`src/hdl/scaler_pkg.sv`:
```
package scaler_pkg;

    localparam int PIXEL_WIDTH      = 12;
    localparam int MAX_LINE_SIZE    = 1024;
    localparam int ADDR_WIDTH       = $clog2(MAX_LINE_SIZE);
    localparam int NUM_LINE_BUFFERS = 5;
    localparam int LINE_STEP        = 4096;     // One input line in 4.12
    localparam int COEFF_WIDTH      = 10;       // 512 is unity gain
    localparam int PHASE_WIDTH      = 10;
    localparam int SPARSE_OUTPUT    = 2;        // Idle cycles between output pixels
    localparam int POS_WIDTH        = 24;
    localparam int PROD_WIDTH       = COEFF_WIDTH + PIXEL_WIDTH;
    localparam int SUM_WIDTH        = COEFF_WIDTH + PIXEL_WIDTH + 2;

    localparam logic signed [SUM_WIDTH-1:0] ROUND_BIAS = 128;

    typedef logic [PIXEL_WIDTH-1:0] pixel_t;
    typedef logic [COEFF_WIDTH-1:0] coeff_t;
    typedef logic [PHASE_WIDTH-1:0] phase_t;
    typedef logic [2:0]             buf_sel_t;

    // Catmull-Rom weight magnitude, outer taps 0 and 3 are subtracted
    function automatic coeff_t cubic_coeff(input phase_t phase, input int tap);
        longint unit;
        longint p;
        longint y;
        longint w0;
        longint w1;
        longint w3;
        longint w;
        int     shift;
        unit  = longint'(1) << PHASE_WIDTH;
        p     = longint'(phase);
        y     = unit - p;
        shift = 3 * PHASE_WIDTH + 1 - (COEFF_WIDTH - 1);
        w0 = (p * y * y + (longint'(1) << (shift - 1))) >>> shift;
        w1 = (3 * p * p * p - 5 * p * p * unit + 2 * unit * unit * unit
              + (longint'(1) << (shift - 1))) >>> shift;
        w3 = (p * p * y + (longint'(1) << (shift - 1))) >>> shift;
        case (tap)
            0:       w = w0;
            1:       w = w1;
            2:       w = (longint'(1) << (COEFF_WIDTH - 1)) - w1 + w0 + w3;  // Exact unity sum
            default: w = w3;
        endcase
        return coeff_t'(w);
    endfunction

endpackage

```
`src/hdl/pixel_output.sv`:
```
`timescale 1ns/1ps

module pixel_output (
    input  logic                                    clk,
    input  logic                                    arst_n,
    input  logic signed [scaler_pkg::SUM_WIDTH-1:0] sum,
    input  logic                                    rd_strobe,
    input  logic                                    line_first,
    input  logic                                    frame_first,
    output scaler_pkg::pixel_t                      d_out,
    output logic                                    dv_out,
    output logic                                    hs_out,
    output logic                                    vs_out
);
    import scaler_pkg::*;

    logic [3:0] dv_dly;
    logic [3:0] hs_dly;
    logic [3:0] vs_dly;

    always_ff @(posedge clk) begin
        if (sum[SUM_WIDTH-1]) begin
            d_out <= '0;                                // Undershoot
        end else if (|sum[SUM_WIDTH-2:PROD_WIDTH-1]) begin
            d_out <= '1;                                // Overshoot
        end else begin
            d_out <= sum[COEFF_WIDTH-1 +: PIXEL_WIDTH];
        end
    end

    // Match the read, tap, multiply and sum stages
    always_ff @(posedge clk or negedge arst_n) begin
        if (!arst_n) begin
            dv_dly <= '0;
            hs_dly <= '0;
            vs_dly <= '0;
            dv_out <= 1'b0;
            hs_out <= 1'b0;
            vs_out <= 1'b0;
        end else begin
            dv_dly <= {dv_dly[2:0], rd_strobe};
            hs_dly <= {hs_dly[2:0], line_first};
            vs_dly <= {vs_dly[2:0], frame_first};
            dv_out <= dv_dly[3];
            hs_out <= hs_dly[3] & dv_dly[3];
            vs_out <= vs_dly[3] & dv_dly[3];
        end
    end

    a_sync_with_dv: assert property (
        @(posedge clk) disable iff (!arst_n)
        (hs_out || vs_out) |-> dv_out
    );

endmodule

```
`config.mk`:
```
export PLATFORM = sky130hd
export DESIGN_NAME = pixel_output
export DESIGN_NICKNAME = d
export VERILOG_FILES = /design/src/hdl/scaler_pkg.sv /design/src/hdl/pixel_output.sv
export SDC_FILE = /design/constraint.sdc
export NUM_CORES = 1
export LEC_CHECK = 0
export BUFFER_PORTS_ARGS = -buffer_cell sky130_fd_sc_hd__buf_2
export CAP_MARGIN = 25
export CORE_MARGIN = 1.5
export CORE_UTILIZATION = 40
export CTS_CLUSTER_SIZE = 10
export DETAILED_ROUTE_END_ITERATION = 10
export GPL_TIMING_DRIVEN = 0
export PLACE_DENSITY_LB_ADDON = 0.15
export RECOVER_POWER = 50
export SLEW_MARGIN = 40
export SYNTH_ARGS = -nofsm -noshare
export SYNTH_HDL_FRONTEND = slang
export SYNTH_SLANG_ARGS = --single-unit
```
`constraint.sdc`:
```
create_clock -name clk -period 0.8 [get_ports clk]
set_input_delay 0.12 -clock clk [delete_from_list [all_inputs] [get_ports clk]]
set_output_delay 0.12 -clock clk [all_outputs]
set_load 0.02 [all_outputs]
```
# Word level (Yosys, flattened, before mapping)
# Index checks and enable logic that the tools add are counted.
[word_totals]
output_inout_bits = 15
wordCells = 11
ff_bits = 27
input_bits = 29
[classes]
n_reduce_logical = 1
mux = 1
n_bitwise = 2
[ops]
columns = ["op", "count"]
rows = [
  ["12-bit two-way mux", 1],
  ["1-bit AND", 2],
  ["2-bit OR reduction", 1],
]

# Depth between registers and ports, before layout
[logic_depth]
word_depth = 2
depth_mapped = 3
ltp_nobuf = 2

# Worst setup path before layout
# No wires, ideal clock.
[synth_timing]
kind = "reg-to-reg"
startpoint = "reg dv_dly[3]"
endpoint = "reg hs_out"
path_stages_with_launch = 2
setup_slack_ns = 0.204
synth_period_minus_slack_ns = 0.596
required_ns = 0.681
setup_time_ns = 0.119
n_path_buf = 0
t_arrival_ns = 0.477
cell_sequence = "dfrtp_1 and2_1"
[synth_via]
elab_chain_cells = 1
[synth_lines]
columns = ["element", "line", "rtl"]
rows = [
  ["start: declaration", "pixel_output.sv:17", "logic [3:0] dv_dly;"],
  ["start signal: assignment", "pixel_output.sv:41", "dv_dly <= {dv_dly[2:0], rd_strobe};"],
  ["1-bit AND", "pixel_output.sv:45", "hs_out <= hs_dly[3] & dv_dly[3];"],
  ["end signal: assignment", "pixel_output.sv:45", ""],
  ["end: declaration", "pixel_output.sv:12", "output logic hs_out,"],
]
# No other way between the ends.
# A chain may end at the register's enable or synchronous reset.

# Final worst setup path
[layout_timing]
startpoint = "reg hs_out"
endpoint = "out hs_out"
# No word-level cell between the ends.

==> summary.txt <==
Run status
  • Status: finished with violations
  • Failing checks: negative setup slack

Layout
  • Most common cell after layout, fill and taps aside: buf_2
  • Final nets: 130
  • Share of cells above drive strength 1: 0.510
  • Finished Layout Cells: 125
  • Commonest non-fill, non-tap cells in the layout: 18 x buf_2, 15 x dfrtp_1, 15 x buf_6
  • ANT cells: 0
  • Layout area overhead: 51.7%

CTS
  • CTS Root Cell: clkbuf_4
  • Clock-pin slew of the registers on the worst-case setup and hold paths: 140 ps
  • Worst-skew pair later-pin latency: 310 ps
  • CTS buffer count: 3
  • CTS Buffer Depth: 2
  • H-tree depth: 1
  • Clock sinks: 27
  • TritonCTS clock tree: yes

Synthesis
  • Seq/Total Area, Yosys: 0.813
  • #FFs+latches synth: 27
  • Yosys warnings: 0
  • Mean Syn Cell Area: 13.5 µm²
  • Mapped Area: 757 µm²
  • Post-synth top area share: 0.496
  • Mapped Cells: 56
  • Leading area contributor after synthesis: dfrtp_1
  • Synth top area cells: dfrtp_1 50%, dfxtp_1 32%, nor3_1 7.9%, nor2_1 6.0%, and2_1 1.7%
  • Netlist cell types: 8
  • Syn Nets: 85

Floorplan
  • DIE AREA: 2160 µm²
  • Core outline area: 1750 µm²
  • FP Rows: 15
  • Die height: 46.5 µm
  • Chip Width: 46.5 µm
  • I/O pins: 44
  • Initial Util: 0.434

Run
  • Max Cap Viol: 0

STA
  • Relative slew slack: 0.704
  • Fin crit share: 1.21
  • Setup Total Neg Slack: -1620 ps
  • Final Setup Violations: 15
  • Minimum clock period: 968 ps
  • Final worst slack: -168 ps
  • Clock Skew: 1.00 ps
  • Slew at the pin with the worst max-slew slack: 443 ps
  • FMAX: 1030 MHz
  • RSZ-0062 raised after global routing: yes
  • Final Max Slew Viols: 0
  • Final hold viol count: 0
  • Hold WS: 12.0 ps

Setup path
  • CP bufs+invs: 1
  • Worst path required time: 680 ps
  • Crit-path cells: buf_6
  • CP Data Arrival Time: 850 ps
  • Crit-path max FO: 1
  • CP peak stage delay: 400 ps
  • Crit path max-delay family: flip-flops
  • CP Class: reg -> out
  • Startpoint types: flop
  • CP max stage cell: dfrtp_1
  • Critical path endpoint category: output port

Drt
  • 1st-pass router iterations: 2
  • Via count: 532
  • Final ANT Viol Nets: 0
  • WL/cell: 10.2 µm
  • Vias/cell: 4.26
  • Starting DRT DRC Count: 1
  • Final wirelength: 1280 µm
  • Drc violations: 0

Placement
  • Hpwl dp: 788 µm
  • Input/output buffers: 34
  • Placed Instances: 115
  • RD Place Congestion: 0.644

Power and ir drop
  • Max IR drop VDD: 0.000949 V
  • Pleak: 0.529 nW
  • Pwr dens: 2050 nW/µm²

Hold path
  • Worst hold path class: in -> reg

GRT
  • Vias in the first global route: 506
  • First-pass GRT wire length: 2080 µm
  • Global route overflow: 0
  • Largest net degree at the start of global routing: 17
  • Antenna violations before repair: 0
  • GRT Total Usage: 0.146
## synth_stat cells
cell type,count
buf_4,1
nor3_1,12
dfrtp_1,15
nor2_1,12
buf_6,1
dfxtp_1,12
and2_1,2
buf_2,1
## kinds of logic after synthesis
kind of cell           synth area share
buffers and inverters            0.0314
and+or+nand+nor                   0.155
DFF                               0.813
## worst paths after layout
kind / startpoint / endpoint / slack (ps) / cells after the start
setup / recovery: hs_out / hs_out / -170 / 1
hold / removal: sum[12] / d_out[3] / 10 / 3
setup reg to reg: dv_dly[3] / hs_out / 170 / 1
hold reg to reg: dv_dly[2] / dv_dly[3] / 370 / 0
max in group asynchronous: arst_n / hs_dly[2] / 330 / 2
min in group asynchronous: arst_n / vs_out / 220 / 2
## what timing repair did
item                       4_1_cts  5_1_grt
hold endpoints to repair        20        1
hold buffers                     5        1
setup endpoints to repair       15       15
buffers inserted                 0        0
resized for setup               42        0
## metal layers
layer | GRT usage | share of wire
met1 | 0.163 | 0.42
met2 | 0.242 | 0.51
met3 | 0.0471 | 0.062
met4 | 0.0857 | 0.0078
met5 | 0 | 0
## state kept, by name (all words and copies together) (netlist names)
register  cells
hs_out        1
vs_dly        4
d_out        12
hs_dly        4
dv_out        1
dv_dly        4
vs_out        1
## stage by stage
stage | worst slack, ps | cell area, µm² | total power, mW | utilization
CTS | -181 | 1150 | 2.39 | 0.657
global route | -226 | 1150 | 2.48 | 0.658
floorplan | 204 | 757 | 1.60 | -
global placement | 98.1 | 958 | 1.71 | 0.549
finish | -168 | 1150 | 2.35 | 0.658
detailed placement | 84.0 | 958 | 1.72 | 0.549
## layout make-up
cell class | instances | area, µm²
Multi-Input combinational cell | 26 | 118
Clock inverter | 1 | 7.51
Tap cell | 25 | 31.3
Timing Repair Buffer | 40 | 323
Clock buffer | 3 | 22.5
Buffer | 3 | 16.3
Fill cell | 159 | 597
Sequential cell | 27 | 631
## power by group
part	switching, mW	leakage, nW	total (mW)	internal (mW)
logic	0.145	0.236	0.308	0.163
registers	0.0283	0.279	1.47	1.44
clock network	0.382	0.0139	0.573	0.191
total	0.556	0.529	2.35	1.79
Power figures use the tool's default switching activity.
