--- src/hdl/scaler_pkg.sv ---
package scaler_pkg;

    localparam int PIXEL_WIDTH      = 12;
    localparam int MAX_LINE_SIZE    = 1024;
    localparam int ADDR_WIDTH       = $clog2(MAX_LINE_SIZE);
    localparam int NUM_LINE_BUFFERS = 5;
    localparam int LINE_STEP        = 4096;     // One input line in 4.12
    localparam int COEFF_WIDTH      = 10;       // 512 is unity gain
    localparam int PHASE_WIDTH      = 10;
    localparam int SPARSE_OUTPUT    = 2;        // Idle cycles between output pixels
    localparam int POS_WIDTH        = 24;
    localparam int PROD_WIDTH       = COEFF_WIDTH + PIXEL_WIDTH;
    localparam int SUM_WIDTH        = COEFF_WIDTH + PIXEL_WIDTH + 2;

    localparam logic signed [SUM_WIDTH-1:0] ROUND_BIAS = 128;

    typedef logic [PIXEL_WIDTH-1:0] pixel_t;
    typedef logic [COEFF_WIDTH-1:0] coeff_t;
    typedef logic [PHASE_WIDTH-1:0] phase_t;
    typedef logic [2:0]             buf_sel_t;

    // Catmull-Rom weight magnitude, outer taps 0 and 3 are subtracted
    function automatic coeff_t cubic_coeff(input phase_t phase, input int tap);
        longint unit;
        longint p;
        longint y;
        longint w0;
        longint w1;
        longint w3;
        longint w;
        int     shift;
        unit  = longint'(1) << PHASE_WIDTH;
        p     = longint'(phase);
        y     = unit - p;
        shift = 3 * PHASE_WIDTH + 1 - (COEFF_WIDTH - 1);
        w0 = (p * y * y + (longint'(1) << (shift - 1))) >>> shift;
        w1 = (3 * p * p * p - 5 * p * p * unit + 2 * unit * unit * unit
              + (longint'(1) << (shift - 1))) >>> shift;
        w3 = (p * p * y + (longint'(1) << (shift - 1))) >>> shift;
        case (tap)
            0:       w = w0;
            1:       w = w1;
            2:       w = (longint'(1) << (COEFF_WIDTH - 1)) - w1 + w0 + w3;  // Exact unity sum
            default: w = w3;
        endcase
        return coeff_t'(w);
    endfunction

endpackage

--- src/hdl/vertical_filter.sv ---
`timescale 1ns/1ps

module vertical_filter (
    input  logic                                    clk,
    input  logic                                    arst_n,
    input  scaler_pkg::pixel_t                      rd_q0,
    input  scaler_pkg::pixel_t                      rd_q1,
    input  scaler_pkg::pixel_t                      rd_q2,
    input  scaler_pkg::pixel_t                      rd_q3,
    input  scaler_pkg::pixel_t                      rd_q4,
    input  scaler_pkg::buf_sel_t                    wr_sel,
    input  logic [scaler_pkg::POS_WIDTH-1:0]        in_pos,
    input  scaler_pkg::coeff_t                      f0,
    input  scaler_pkg::coeff_t                      f1,
    input  scaler_pkg::coeff_t                      f2,
    input  scaler_pkg::coeff_t                      f3,
    output logic signed [scaler_pkg::SUM_WIDTH-1:0] sum
);
    import scaler_pkg::*;

    pixel_t                q    [NUM_LINE_BUFFERS];
    coeff_t                f    [4];
    pixel_t                tap  [4];
    logic [PROD_WIDTH-1:0] prod [4];

    assign q[0] = rd_q0;
    assign q[1] = rd_q1;
    assign q[2] = rd_q2;
    assign q[3] = rd_q3;
    assign q[4] = rd_q4;

    assign f[0] = f0;
    assign f[1] = f1;
    assign f[2] = f2;
    assign f[3] = f3;

    always_ff @(posedge clk or negedge arst_n) begin
        if (!arst_n) begin
            for (int k = 0; k < 4; k++) begin
                tap[k]  <= '0;
                prod[k] <= '0;
            end
            sum <= '0;
        end else begin
            for (int k = 0; k < 4; k++) begin
                // Newest complete line sits just behind the write buffer
                tap[k]  <= q[(int'(wr_sel) + NUM_LINE_BUFFERS - 1 - k) % NUM_LINE_BUFFERS];
                prod[k] <= f[k] * tap[k];
            end
            if (in_pos < POS_WIDTH'(4 * LINE_STEP)) begin
                tap[3] <= '0;       // Oldest buffer not yet filled
            end
            sum <= $signed({2'b00, prod[1]}) + $signed({2'b00, prod[2]})
                 - $signed({2'b00, prod[0]}) - $signed({2'b00, prod[3]})
                 + ROUND_BIAS;
        end
    end

endmodule

--- config.mk ---
export PLATFORM = sky130hd
export DESIGN_NAME = vertical_filter
export DESIGN_NICKNAME = d
export VERILOG_FILES = /design/src/hdl/scaler_pkg.sv /design/src/hdl/vertical_filter.sv
export SDC_FILE = /design/constraint.sdc
export NUM_CORES = 1
export LEC_CHECK = 0
export BUFFER_PORTS_ARGS = -buffer_cell sky130_fd_sc_hd__buf_4
export CORE_MARGIN = 5
export CORE_UTILIZATION = 65
export CTS_BUF_LIST = sky130_fd_sc_hd__clkbuf_4 sky130_fd_sc_hd__clkbuf_8
export CTS_CLUSTER_SIZE = 16
export DETAILED_ROUTE_END_ITERATION = 8
export PLACE_DENSITY = 0.87
export SYNTH_ARGS = -nofsm -noshare
export SYNTH_HDL_FRONTEND = slang
export SYNTH_SLANG_ARGS = --single-unit
--- constraint.sdc ---
create_clock -name clk -period 5.99 [get_ports clk]
set_input_delay 0.599 -clock clk [delete_from_list [all_inputs] [get_ports clk]]
set_output_delay 0.599 -clock clk [all_outputs]
set_load 0.02 [all_outputs]
Word-level counts from Yosys, hierarchy flattened
Index checks and enable logic that the tools add are counted.
{"block": "word_totals", "reg_bits": 160, "latch_bits": 0, "ram_bits": 0, "romBits": 0, "in_bits": 129, "out_inout_bits": 24, "memories": 0}
{"block": "op_classes", "n_addsub": 9, "mul": 4, "div_mod_pow": 4, "order_cmp": 5, "n_eq_ne": 0, "n_shift": 0, "n_mux": 13, "n_bitwise": 4, "reduce_logical": 0}
{"cell": "binary-select mux 12 bit (select 3 bit)", "n": 4}
{"cell": ">= comparator 32 x 4 -> 1 bit, second input constant", "n": 4}
{"cell": "modulo 32 x 4 -> 32 bit, second input constant", "n": 4}
{"cell": "NOT 32 bit", "n": 4}
{"cell": "2-to-1 mux 12 bit", "n": 9}
{"cell": "multiplier 10 x 12 -> 22 bit", "n": 4}
{"cell": "adder 24 x 9 -> 24 bit, second input constant", "n": 1}
{"cell": "less-than comparator 24 x 15 -> 1 bit, second input constant", "n": 1}
{"cell": "subtractor 23 x 22 -> 24 bit", "n": 1}
{"cell": "subtractor 24 x 23 -> 24 bit", "n": 1}
{"cell": "adder 22 x 22 -> 23 bit", "n": 1}
{"cell": "subtractor 5 x 3 -> 6 bit, second input constant", "n": 2}
{"cell": "subtractor 5 x 2 -> 6 bit, second input constant", "n": 1}
{"cell": "subtractor 4 x 1 -> 5 bit, second input constant", "n": 1}
{"cell": "adder 3 x 3 -> 4 bit, second input constant", "n": 1}

Depth between registers and ports, before layout
{"block": "logic_depth", "ltp_word": 9, "depth_mapped": 28, "depth_no_buf": 24}

Worst setup path before layout
No wires, ideal clock.
{"block": "synth_path", "path_kind": "input -> register", "startpoint": "in f2[9]", "endpoint": "reg prod[43] (netlist name)", "arrival_ns": 5.685, "required_time_ns": 5.910, "path_slack_ns": 0.225, "cell_stages": 17, "n_path_buf": 1, "cell_sequence": "clkbuf_1 > nand2_1 > fa_1 > inv_1 > fa_1 > fa_1 > fa_1 > fa_1 > ha_1 > or2_2 > a21oi_1 > nor3_1 > or2_2 > or4b_1 > a41o_1 > a21oi_1 > xnor2_1"}
{"block": "synth_via", "elab_chain_cells": 1}
{"item": "start: declaration", "line_no": "vertical_filter.sv:15", "text": "input scaler_pkg::coeff_t f2,"}
{"item": "multiplier 10 x 12 -> 22 bit", "line_no": "vertical_filter.sv:48", "text": "prod[k] <= f[k] * tap[k];"}
{"item": "end signal: indexed assignment", "line_no": "vertical_filter.sv:48"}
{"item": "end: declaration", "line_no": "vertical_filter.sv:24", "text": "logic [PROD_WIDTH-1:0] prod [4];"}
Every way passes these cells.

Final worst setup path
{"block": "layout_path", "startpoint": "reg tap[20] (netlist name)", "endpoint": "reg prod[43] (netlist name)"}
{"block": "layout_via", "elab_chain_cells": 1}
{"item": "start: declaration", "line_no": "vertical_filter.sv:23", "text": "pixel_t tap [4];"}
{"item": "start signal: indexed assignment", "line_no": "vertical_filter.sv:47", "text": "tap[k] <= q[(int'(wr_sel) + NUM_LINE_BUFFERS - 1 - k) % NUM_LINE_BUFFERS];"}
{"item": "multiplier 10 x 12 -> 22 bit", "line_no": "vertical_filter.sv:48"}
Every way passes these cells.

==> key figures <==
Die
  • CORE AREA: 37,490 sq um
  • Die ar.: 41,720 sq um
  • Row cnt: 71
  • Chip width: 204.3 microns
  • Io pins: 153
  • Initial Utilization: 65.43%
  • Vert. Die Dim: 204.3 microns

Place
  • PortBufs: 138
  • RePlAce Congestion: 0.9973
  • Dpl ws: 0.02808 ns
  • HPWL after DPL: 50,100 microns

Layout
  • Final Util: 70.64%
  • Share of post-route cells with drive strength above 1: 10.41%
  • Synth-to-Final Area Change: 7.962%
  • Fin nets: 3,413
  • # fillers: 2,696

Clock tree
  • Number of H-tree levels: 4
  • CTS sink count: 160
  • Post-cts hold buffer count: 0
  • CTS clk-pin slew, worst paths: 0.09 ns
  • Clock tree root driver cell: clkbuf_8
  • CTS tree: built
  • Total CTS buffers: 17
  • Max Buffers Root-to-Sink: 2
  • Worst-Skew Late Latency: 0.49 ns
  • Postcts setup bufs: 0

Yosys
  • Library cells used by synthesis: 83
  • Synth Area per Inst: 9.585 sq um
  • Async SR Flop Fraction: 100.0%
  • Number of enable flip-flop cells after synthesis: 0
  • Post-Syn Nets: 3,344
  • Seq cells post-synth: 160
  • Seq/Total Area, Yosys: 16.32%
  • Mapped cell area: 24,530 sq um
  • Synth warnings: 0
  • Prevailing post-synth register cell: dfrtp_1
  • Syn Inst Count: 2,559

Route
  • Drt wl/cell: 19.56 microns
  • Initial DRC count: 1,752
  • Routed Antenna Nets: 0
  • Vias per inst: 6.029
  • Final Routed Wirelength: 61,700 microns
  • # DRC: 0
  • Routed via count: 19.02k
  • Drt first pass iters: 6

Global route
  • Grt ovf: 0
  • Vias in the first global route: 20.74k
  • Largest net degree at the start of global routing: 87
  • First-pass GRT wire length: 102,800 microns
  • Overall Global Routing Usage: 30.71%
  • Antenna violations before repair: 3

STA
  • Pins Over Slew Limit: 0
  • Slew margin rel.: 13.12%
  • Setup ws final: 0.2210 ns
  • Clk_skew: 0.02462 ns
  • Setup TNS Final: 0 ns
  • RSZ-0062 raised after global routing: false
  • Fmax: 173.3 MHz
  • Final setup fails: 0
  • Final Critical Period: 5.769 ns
  • Final worst-path cycle share: 96.31%
  • Worst slew pin tran: 1.294 ns
  • Hold Violations, Final: 0

Worst setup path
  • Crit path max fanout: 10
  • Arr. time, crit path: 6.17 ns
  • Slowest cell delay on critical path: 0.61 ns
  • Critical R2R Launch: tap[20]
  • Worst path bufs/invs: 1
  • Crit end category: flip-flop
  • Crit path max-delay family: adder cells
  • Cell mode on critical path: fa_1
  • Worst endpoint required time: 6.39 ns
  • Crit path launch: tap[20]
  • Worst Setup Start Kind: flip-flop
  • CP Cell Sequence: nand2_1 -> fa_1 -> inv_1 -> fa_1 -> fa_1 -> fa_1 -> fa_1 -> ha_1 -> or2_2 -> a21oi_1 -> nor3_1 -> or2_2 -> or4b_1 -> a41o_1 -> a21oi_1 -> xnor2_1
  • Crit path max-delay cell type: dfrtp_1
  • Critical path type: reg -> reg

Status
  • Status: finished clean

Flow run
  • Max-cap violations: 0

Min path
  • HP Class: in -> async
[layout by cell type, fill, tap and decap left out, drive strengths merged, types with 11 or more instances in the layout]
master,n
a21o,24
a21oi,85
a22o,12
a22oi,22
a2bb2oi,12
a31oi,21
and2,207
buf,171
clkbuf,18
dfrtp,160
fa,356
ha,300
inv,381
mux2i,37
mux4,24
nand2,330
nand2b,17
nand3,24
nor2,84
nor2b,16
nor3,28
o21a,11
o21ai,56
o21bai,11
xnor2,70
xor2,31
[area by class of cell]
type | instances | area (sq um) | share of cell area (%)
antenna | 3 | 7.507 | 0.02835
clock buffer | 18 | 247.7 | 0.9355
clock inverter | 14 | 227.7 | 0.8599
inverter | 378 | 1419 | 5.358
multi-input combinational | 1900 | 18630 | 70.34
sequential | 160 | 4025 | 15.20
tap | 511 | 639.4 | 2.414
timing repair buffer | 171 | 1287 | 4.862
[registers in the layout, summed over array words and instances, names as in the netlist]
register  flops
prod         88
sum          24
tap          48
[cell usage after synthesis, drive strengths merged, types with 28 or more instances]
master / count / area share [%]
xor2: 31 / 1.1
dfrtp: 160 / 16
and2: 207 / 5.3
a21oi: 85 / 1.8
o21ai: 56 / 1.2
nor2: 84 / 1.3
nand2: 330 / 5.0
nor3: 28 / 0.57
fa: 356 / 29
inv: 377 / 5.8
ha: 300 / 15
mux2i: 37 / 1.5
xnor2: 70 / 2.6
clkbuf: 99 / 1.5
[per-layer routing]
layer | part of all wire (%) | track usage (%) | vias up
li1 | - | - | 8358
met1 | 38 | 39.75 | 9581
met2 | 50 | 53.09 | 897
met3 | 8.6 | 5.109 | 184
met4 | 3.6 | 10.05 | 2
met5 | 0.028 | 0 | -
[worst reg2reg max path, stage by stage (launching register included)]
cell	delay [ns]
dfrtp_1	0.61
nand2_1	0.16
fa_1	0.52
inv_1	0.05
fa_1	0.52
fa_1	0.45
fa_1	0.54
fa_1	0.52
ha_1	0.38
or2_2	0.30
a21oi_1	0.19
nor3_1	0.09
or2_2	0.31
or4b_1	0.52
a41o_1	0.23
a21oi_1	0.17
xnor2_1	0.13
[path summary, 6_finish.rpt]
path / endpoint / slack, ns / depth (start not counted)
worst min-delay path: sum[3] / 0.16 / 1
worst max register to register: prod[43] / 0.22 / 16
min in group clk: tap[21] / 0.41 / 3
worst min register to register: sum[0] / 0.50 / 1
max in group asynchronous: tap[12] / 4.35 / 2
worst max-delay path: prod[43] / 0.22 / 16
[cells by family (layout without fill, tap and decap cells)]
group | count (synthesis) | after routing | share of synthesized area (%)
and+or+nand+nor | 758 | 758 | 15.01
adders and majority gates | 656 | 656 | 44.36
buffers and inverters | 499 | 581 | 7.866
AOI/OAI and AO/OA | 320 | 320 | 8.850
DFF | 160 | 160 | 16.32
xor gates and xnor gates | 101 | 101 | 3.698
muxes | 65 | 65 | 3.897
other | 0 | 3 | 0
[per-stage QoR]
stage	hold WS (ns)	area [sq um]	instances
after floorplan	0.3034	24530	2559
after global placement	0.4645	25970	3120
after detailed placement	0.4847	25970	3120
after CTS	0.1675	26450	3152
after global routing	0.2056	26470	3152
final	0.1567	26480	3155
[timing repair]
action,in CTS,in global routing
hold endpoints to repair,0,0
resized for setup,0,18
endpoints found under the setup margin,0,5
Power is not shown: default switching activity piles up to over one toggle a cycle in this logic, so the estimate is an artifact.
