## config.mk

```make
export PLATFORM = sky130hd
export DESIGN_NAME = line_sequencer
export DESIGN_NICKNAME = d
export VERILOG_FILES = /design/src/hdl/scaler_pkg.sv /design/src/hdl/line_sequencer.sv
export SDC_FILE = /design/constraint.sdc
export NUM_CORES = 1
export LEC_CHECK = 0
export BUFFER_PORTS_ARGS = -buffer_cell sky130_fd_sc_hd__buf_2
export CAP_MARGIN = 20
export CORE_MARGIN = 2
export CORE_UTILIZATION = 30
export CTS_CLUSTER_SIZE = 20
export DETAILED_ROUTE_END_ITERATION = 8
export PLACE_DENSITY_LB_ADDON = 0.2
export SLEW_MARGIN = 40
export SYNTH_ARGS = -nofsm -noshare
export SYNTH_HDL_FRONTEND = slang
export SYNTH_SLANG_ARGS = --single-unit
```

## constraint.sdc

```tcl
create_clock -name clk -period 3.5 [get_ports clk]
set_input_delay 0.35 -clock clk [delete_from_list [all_inputs] [get_ports clk]]
set_output_delay 0.35 -clock clk [all_outputs]
set_load 0.02 [all_outputs]
```

## src/hdl/scaler_pkg.sv

```systemverilog
package scaler_pkg;

    localparam int PIXEL_WIDTH      = 12;
    localparam int MAX_LINE_SIZE    = 1024;
    localparam int ADDR_WIDTH       = $clog2(MAX_LINE_SIZE);
    localparam int NUM_LINE_BUFFERS = 5;
    localparam int LINE_STEP        = 4096;     // One input line in 4.12
    localparam int COEFF_WIDTH      = 10;       // 512 is unity gain
    localparam int PHASE_WIDTH      = 10;
    localparam int SPARSE_OUTPUT    = 2;        // Idle cycles between output pixels
    localparam int POS_WIDTH        = 24;
    localparam int PROD_WIDTH       = COEFF_WIDTH + PIXEL_WIDTH;
    localparam int SUM_WIDTH        = COEFF_WIDTH + PIXEL_WIDTH + 2;

    localparam logic signed [SUM_WIDTH-1:0] ROUND_BIAS = 128;

    typedef logic [PIXEL_WIDTH-1:0] pixel_t;
    typedef logic [COEFF_WIDTH-1:0] coeff_t;
    typedef logic [PHASE_WIDTH-1:0] phase_t;
    typedef logic [2:0]             buf_sel_t;

    // Catmull-Rom weight magnitude, outer taps 0 and 3 are subtracted
    function automatic coeff_t cubic_coeff(input phase_t phase, input int tap);
        longint unit;
        longint p;
        longint y;
        longint w0;
        longint w1;
        longint w3;
        longint w;
        int     shift;
        unit  = longint'(1) << PHASE_WIDTH;
        p     = longint'(phase);
        y     = unit - p;
        shift = 3 * PHASE_WIDTH + 1 - (COEFF_WIDTH - 1);
        w0 = (p * y * y + (longint'(1) << (shift - 1))) >>> shift;
        w1 = (3 * p * p * p - 5 * p * p * unit + 2 * unit * unit * unit
              + (longint'(1) << (shift - 1))) >>> shift;
        w3 = (p * p * y + (longint'(1) << (shift - 1))) >>> shift;
        case (tap)
            0:       w = w0;
            1:       w = w1;
            2:       w = (longint'(1) << (COEFF_WIDTH - 1)) - w1 + w0 + w3;  // Exact unity sum
            default: w = w3;
        endcase
        return coeff_t'(w);
    endfunction

endpackage

```

## src/hdl/line_sequencer.sv

```systemverilog
`timescale 1ns/1ps

module line_sequencer (
    input  logic                              clk,
    input  logic                              arst_n,
    input  logic [15:0]                       vertical_scale_step,
    input  logic [15:0]                       vertical_scale_line_size,
    input  logic                              dv_in,
    input  logic                              vs_in,
    input  logic [scaler_pkg::POS_WIDTH-1:0]  in_pos,
    output logic [scaler_pkg::ADDR_WIDTH-1:0] rd_addr,
    output scaler_pkg::phase_t                phase,
    output logic                              rd_strobe,
    output logic                              line_first,
    output logic                              frame_first
);
    import scaler_pkg::*;

    typedef enum logic [1:0] {
        ST_IDLE,
        ST_SETUP,
        ST_GEN
    } state_t;

    state_t               state;
    logic [3:0]           sparse_cnt;
    logic [POS_WIDTH-1:0] out_pos;      // 4.12 output line position
    logic                 last_step;

    assign last_step   = rd_strobe && (16'(rd_addr) == vertical_scale_line_size);
    assign line_first  = rd_strobe && (rd_addr == '0);
    assign frame_first = line_first && (out_pos == POS_WIDTH'(2 * LINE_STEP));

    always_ff @(posedge clk or negedge arst_n) begin
        if (!arst_n) begin
            state      <= ST_IDLE;
            sparse_cnt <= '0;
            out_pos    <= '0;
            rd_addr    <= '0;
            phase      <= '0;
            rd_strobe  <= 1'b0;
        end else begin
            rd_strobe <= 1'b0;
            case (state)
                ST_IDLE: begin
                    if (in_pos > out_pos) begin
                        phase <= out_pos[PHASE_WIDTH+1:2];
                        state <= ST_SETUP;
                    end
                end
                ST_SETUP: begin     // Coefficient lookup
                    rd_addr    <= '0;
                    sparse_cnt <= '0;
                    state      <= ST_GEN;
                end
                ST_GEN: begin
                    if (sparse_cnt == SPARSE_OUTPUT && !last_step) begin
                        sparse_cnt <= '0;
                        rd_strobe  <= 1'b1;
                    end else begin
                        sparse_cnt <= sparse_cnt + 1'b1;
                    end
                    // Address moves on once its strobe has gone out
                    if (last_step) begin
                        out_pos <= out_pos + POS_WIDTH'(vertical_scale_step);
                        state   <= ST_IDLE;
                    end else if (rd_strobe) begin
                        rd_addr <= rd_addr + 1'b1;
                    end
                end
                default: state <= ST_IDLE;
            endcase
            if (dv_in && vs_in) begin
                out_pos <= POS_WIDTH'(2 * LINE_STEP);   // First output sits on line 2
            end
        end
    end

    a_state_legal: assert property (
        @(posedge clk) disable iff (!arst_n)
        state inside {ST_IDLE, ST_SETUP, ST_GEN}
    );

    a_rd_addr_range: assert property (
        @(posedge clk) disable iff (!arst_n)
        state == ST_GEN |-> 16'(rd_addr) <= vertical_scale_line_size
    );

endmodule

```

; ---- Word-level counts from Yosys, hierarchy flattened
; Cells that the tools add are included.
[word_totals]
ff_bits = 51
wordCells = 47
input_bits = 60
[op_classes]
order_cmp = 1
n_addsub = 3
reduce_logical = 15
eq_ne = 9
muxes = 13
[ops]
columns = op, count
row1 = $mux W24, 3
row2 = $add A24 B16 Y24, 1
row3 = $eq A24 B14 Y1 const B, 1
row4 = $gt A24 B24 Y1, 1
row5 = $mux W10, 2
row6 = $pmux W10 S2, 1
row7 = $eq A10 B16 Y1, 1
row8 = $add A10 B1 Y10 const B, 1
row9 = $logic_not A10 Y1, 1
row10 = $ne A2 B2 Y1 const B, 4
row11 = $pmux W4 S2, 1
row12 = $pmux W2 S3, 1
row13 = $reduce_and A2 Y1, 3
row14 = $reduce_bool A2 Y1, 3
row15 = $logic_and A1 B1 Y1, 5
row16 = $add A4 B1 Y4 const B, 1
row17 = $eq A4 B2 Y1 const B, 1
row18 = $mux W2, 2
row19 = $mux W4, 1
row20 = $reduce_and A3 Y1, 1
row21 = $eq A2 B1 Y1 const B, 1
row22 = $eq A2 B2 Y1 const B, 1
row23 = $logic_not A2 Y1, 1
row24 = $mux W1, 2
row25 = $logic_not A1 Y1, 1

; ---- Longest topological paths before layout
[depth]
word_depth = 6
ltp_mapped = 10
depth_no_buf = 8

; ---- Least setup slack after synthesis
; Ideal clock, no wire load.
[synth_timing]
kind = reg-to-reg
startpoint = register rd_addr[0] (netlist bit)
endpoint = register out_pos[23]
n_path_buf = 2
setup_slack_ns = 1.040
setup_ns = 0.079
arrival_time_ns = 2.381
stages_incl_launch_ff = 9
synth_period_minus_slack_ns = 2.460
t_required_ns = 3.421
path_cell_list = dfrtp_1 -> xnor2_1 -> nand4_1 -> o41a_1 -> buf_6 -> or3_1 -> buf_6 -> a2111oi_4 -> mux2i_1
[synth_between]
elab_chain_cells = 4
[synth_rtl]
columns = item, line
row1 = start: declaration, line_sequencer.sv:11  ; output logic [scaler_pkg::ADDR_WIDTH-1:0] rd_addr,
row2 = start signal: assignment, line_sequencer.sv:68  ; rd_addr <= rd_addr + 1'b1;
row3 = $eq A10 B16 Y1, line_sequencer.sv:30  ; assign last_step = rd_strobe && (16'(rd_addr) == vertical_scale_line_size);
row4 = $logic_and A1 B1 Y1, line_sequencer.sv:30
row5 = $reduce_bool A2 Y1 (no line), -
row6 = $reduce_and A2 Y1 (no line), -
row7 = end signal: assignment, line_sequencer.sv:65  ; out_pos <= out_pos + POS_WIDTH'(vertical_scale_step);
row8 = end signal: assignment, line_sequencer.sv:74  ; out_pos <= POS_WIDTH'(2 * LINE_STEP);
row9 = end: declaration, line_sequencer.sv:27  ; logic [POS_WIDTH-1:0] out_pos;
; Every way passes these cells.
; A chain may end at the register's enable or synchronous reset.

; ---- Worst setup path after layout
[layout_timing]
startpoint = register out_pos[1]
endpoint = register phase[7]
[layout_between]
elab_chain_cells = 2
[layout_rtl]
columns = item, line
row1 = $gt A24 B24 Y1, line_sequencer.sv:46  ; if (in_pos > out_pos) begin
row2 = $reduce_and A2 Y1 (no line), -
row3 = end signal: assignment, line_sequencer.sv:47  ; phase <= out_pos[PHASE_WIDTH+1:2];
row4 = end: declaration, line_sequencer.sv:12  ; output scaler_pkg::phase_t phase,
; Every way passes these cells.

==> results.sh <==
export IMPL_yosys_top_cells_area="dfrtp_1 33%, ha_1 15%, nand2_1 4.3%, xnor2_1 4.3%, inv_1 3.9%"
export IMPL_ctsResizeCount=0
export IMPL_end_kind="flip-flop"
export IMPL_worstSkewPairLatency_ns=0.29
export IMPL_cts_tree="done"
export IMPL_drtPass1Iterations=4
export IMPL_cp_slowest_stage_delay_ns=0.55
export IMPL_grt_pass1_vias=3360
export IMPL_path_cells="inv_1, ha_1, nor2b_1, o211ai_1, a21oi_1, o311a_1, o211ai_2, mux2_2"
export IMPL_synth_edf_count=0
export IMPL_yosysSeqAreaShare_pct=32.8
export IMPL_clk_pin_slew_ns=0.07
export IMPL_io_pins=83
export IMPL_overflow=0
export IMPL_coreArea_sq_um=12600
export IMPL_leakagePower_nw=2.16
export IMPL_rr_endpoint="phase[7]"
export IMPL_viasPerCell=4.95
export IMPL_period_share_pct=77.7
export IMPL_final_net_count=621
export IMPL_synth_most_common_cell="dfrtp_1"
export IMPL_status="complete, no violations"
export IMPL_grt_setup_unrepaired="no"
export IMPL_drt_iter0_markers=193
export IMPL_wl_mm=10.7
export IMPL_setup_viol_count_final=0
export IMPL_antenna_found_initial=0
export IMPL_peakVddDrop_mv=0.216
export IMPL_startpoint_type="flip-flop"
export IMPL_worst_path_max_delay_cell="o211ai_2"
export IMPL_hold_path_class="input pin to async pin"
export IMPL_initial_utilization_pct=30.8
export IMPL_worstReg2RegStart="out_pos[1]"
export IMPL_slew_violations=0
export IMPL_ys_warn_count=0
export IMPL_io_buffers=82
export IMPL_die_w_um=118
export IMPL_tightest_slew_ns=0.738
export IMPL_post_cts_buffers=0
export IMPL_seqCellArea_sq_um=1280
export IMPL_synth_cell_types=49
export IMPL_synth_net_count=537
export IMPL_setup_tns_final_ns=0
export IMPL_dieArea_sq_um=13900
export IMPL_syn_area_sq_um=3890
export IMPL_wl_per_cell_um=15.6
export IMPL_path_delay_family="compound AO/OA/AOI/OAI gates"
export IMPL_critPathBufInv=1
export IMPL_num_vias=3398
export IMPL_root_buffer="clkbuf_16"
export IMPL_fin_skew_ns=0.00557
export IMPL_drc=0
export IMPL_power_mw=1.49
export IMPL_cts_buffer_depth=2
export IMPL_synth_async_sr_flop_share_pct=100
export IMPL_numCtsBuffers=5
export IMPL_rr_worst_depth=8
export IMPL_antenna_cells=0
export IMPL_regToRegSetupSlack_ns=0.78
export IMPL_drive_gt1_share_pct=21.2
export IMPL_ant_nets=0
export IMPL_finalWeightedCongestion=0.826
export IMPL_grt_max_degree=41
export IMPL_post_dp_cell_area_sq_um=4490
export IMPL_die_height_um=118
export IMPL_grt_pass1_wl_mm=17.5
export IMPL_clock_fmax_ghz=0.368
export IMPL_post_route_min_period_ns=2.72
export IMPL_hpwl_mm=8.58
export IMPL_numClockSinks=51
export IMPL_power_density_nw_per_um2=322
export IMPL_multi_input_area_sq_um=2420
export IMPL_synthCells=429
export IMPL_cts_max_level=2
export IMPL_cts_hold_buf=0
export IMPL_required_ns=3.67
export IMPL_path_class="flip-flop to flip-flop"
export IMPL_synth_top_area_share_pct=32.8
export IMPL_design_area_sq_um=4630
export IMPL_ys_seq_elements=51
export IMPL_cap_violations=0
export IMPL_track_usage_pct=15.6
export IMPL_relSlewSlack_pct=50.4
export IMPL_synth_area_leader_cell="dfrtp_1"
export IMPL_cp_max_fo=10
export IMPL_finalHoldViolations=0
export IMPL_yosys_most_used_dff="dfrtp_1"
export IMPL_syn_avg_cell_area_sq_um=9.06
export IMPL_synthTopCellsByCount="51 x dfrtp_1, 47 x ha_1, 45 x nand2_1, 40 x inv_1, 29 x a21oi_1"
export IMPL_num_rows=41
export IMPL_fillers=1351
export IMPL_area_growth_pct=19.2
export IMPL_cp_arrival_ns=2.89
==> cells by family after synthesis <==
group	Yosys count	synth area share, %
AOI/OAI and AO/OA	104	18.0
buffers and inverters	48	5.02
xor gates and xnor gates	27	6.08
adders and majority gates	48	15.6
muxes	20	5.47
DFF	51	32.8
and+or+nand+nor	131	16.9
==> per-stage QoR <==
| stage | instances | hold slack, ns | setup WS, ns | util (%) |
|---|---|---|---|---|
| after floorplan | 429 | 0.0544 | 1.04 | - |
| final | 686 | 0.0392 | 0.780 | 36.7 |
| after detailed placement | 678 | 0.393 | 0.740 | 35.6 |
| after global routing | 686 | 0.0860 | 0.588 | 36.7 |
| after global placement | 678 | 0.485 | 0.791 | 35.6 |
| after CTS | 686 | 0.0800 | 0.729 | 36.7 |
==> cells in the final DEF (no fill, tap or decap), types with 9 or more instances in the layout <==
| cell | synthesis | routed |
|---|---|---|
| nand3_1 | 9 | 9 |
| nor4_1 | 9 | 9 |
| o21ai_0 | 27 | 27 |
| mux2i_1 | 10 | 10 |
| inv_1 | 40 | 40 |
| nor2_1 | 21 | 21 |
| mux2_2 | 10 | 10 |
| nand2_1 | 45 | 45 |
| a21oi_1 | 29 | 29 |
| ha_1 | 47 | 47 |
| buf_2 | 0 | 81 |
| xnor2_1 | 19 | 19 |
| nor3_1 | 9 | 9 |
| dfrtp_1 | 51 | 51 |
| nand4_1 | 14 | 14 |
==> registers in the layout (all words and copies together), names as in the netlist <==
| name | cells |
|---|---|
| rd_addr | 10 |
| rd_strobe | 1 |
| out_pos | 24 |
| sparse_cnt | 4 |
| phase | 10 |
| state | 2 |
==> how the worst max path moves through the flow <==
| stage | startpoint | end | slack (ns) | depth (start not counted) |
|---|---|---|---|---|
| 2_1_floorplan | rd_addr[0] | out_pos[23] | 1.04 | 8 |
| 3_3_place_gp | vertical_scale_step[0] | out_pos[14] | 0.79 | 9 |
| 3_5_place_dp | out_pos[1] | phase[7] | 0.74 | 8 |
| 4_1_cts | out_pos[1] | phase[7] | 0.73 | 8 |
| 5_1_grt | rd_addr[0] | out_pos[23] | 0.59 | 7 |
| 6_report | out_pos[1] | phase[7] | 0.78 | 8 |
==> area by class of cell <==
class	count	share of cell area, %
Sequential cell	51	27.5
Tap cell	172	4.64
Multi-Input combinational cell	330	52.1
Clock buffer	5	2.70
Inverter	40	3.24
Clock inverter	3	0.324
Timing Repair Buffer	85	9.40
==> power breakdown <==
part,internal [mW],switching [mW]
clock network,0.261,0.212
logic,0.152,0.234
registers,0.612,0.0195
total,1.03,0.465
==> routing by layer <==
layer / GRT usage, % / wire length, um / vias to the layer above
met5: 0 / 0 / -
met4: 3.31 / 69 / 0
met3: 1.89 / 304 / 4
met2: 25.4 / 5050 / 60
met1: 22.2 / 5280 / 1601
li1: - / - / 1733
Power figures use the tool's default switching activity.
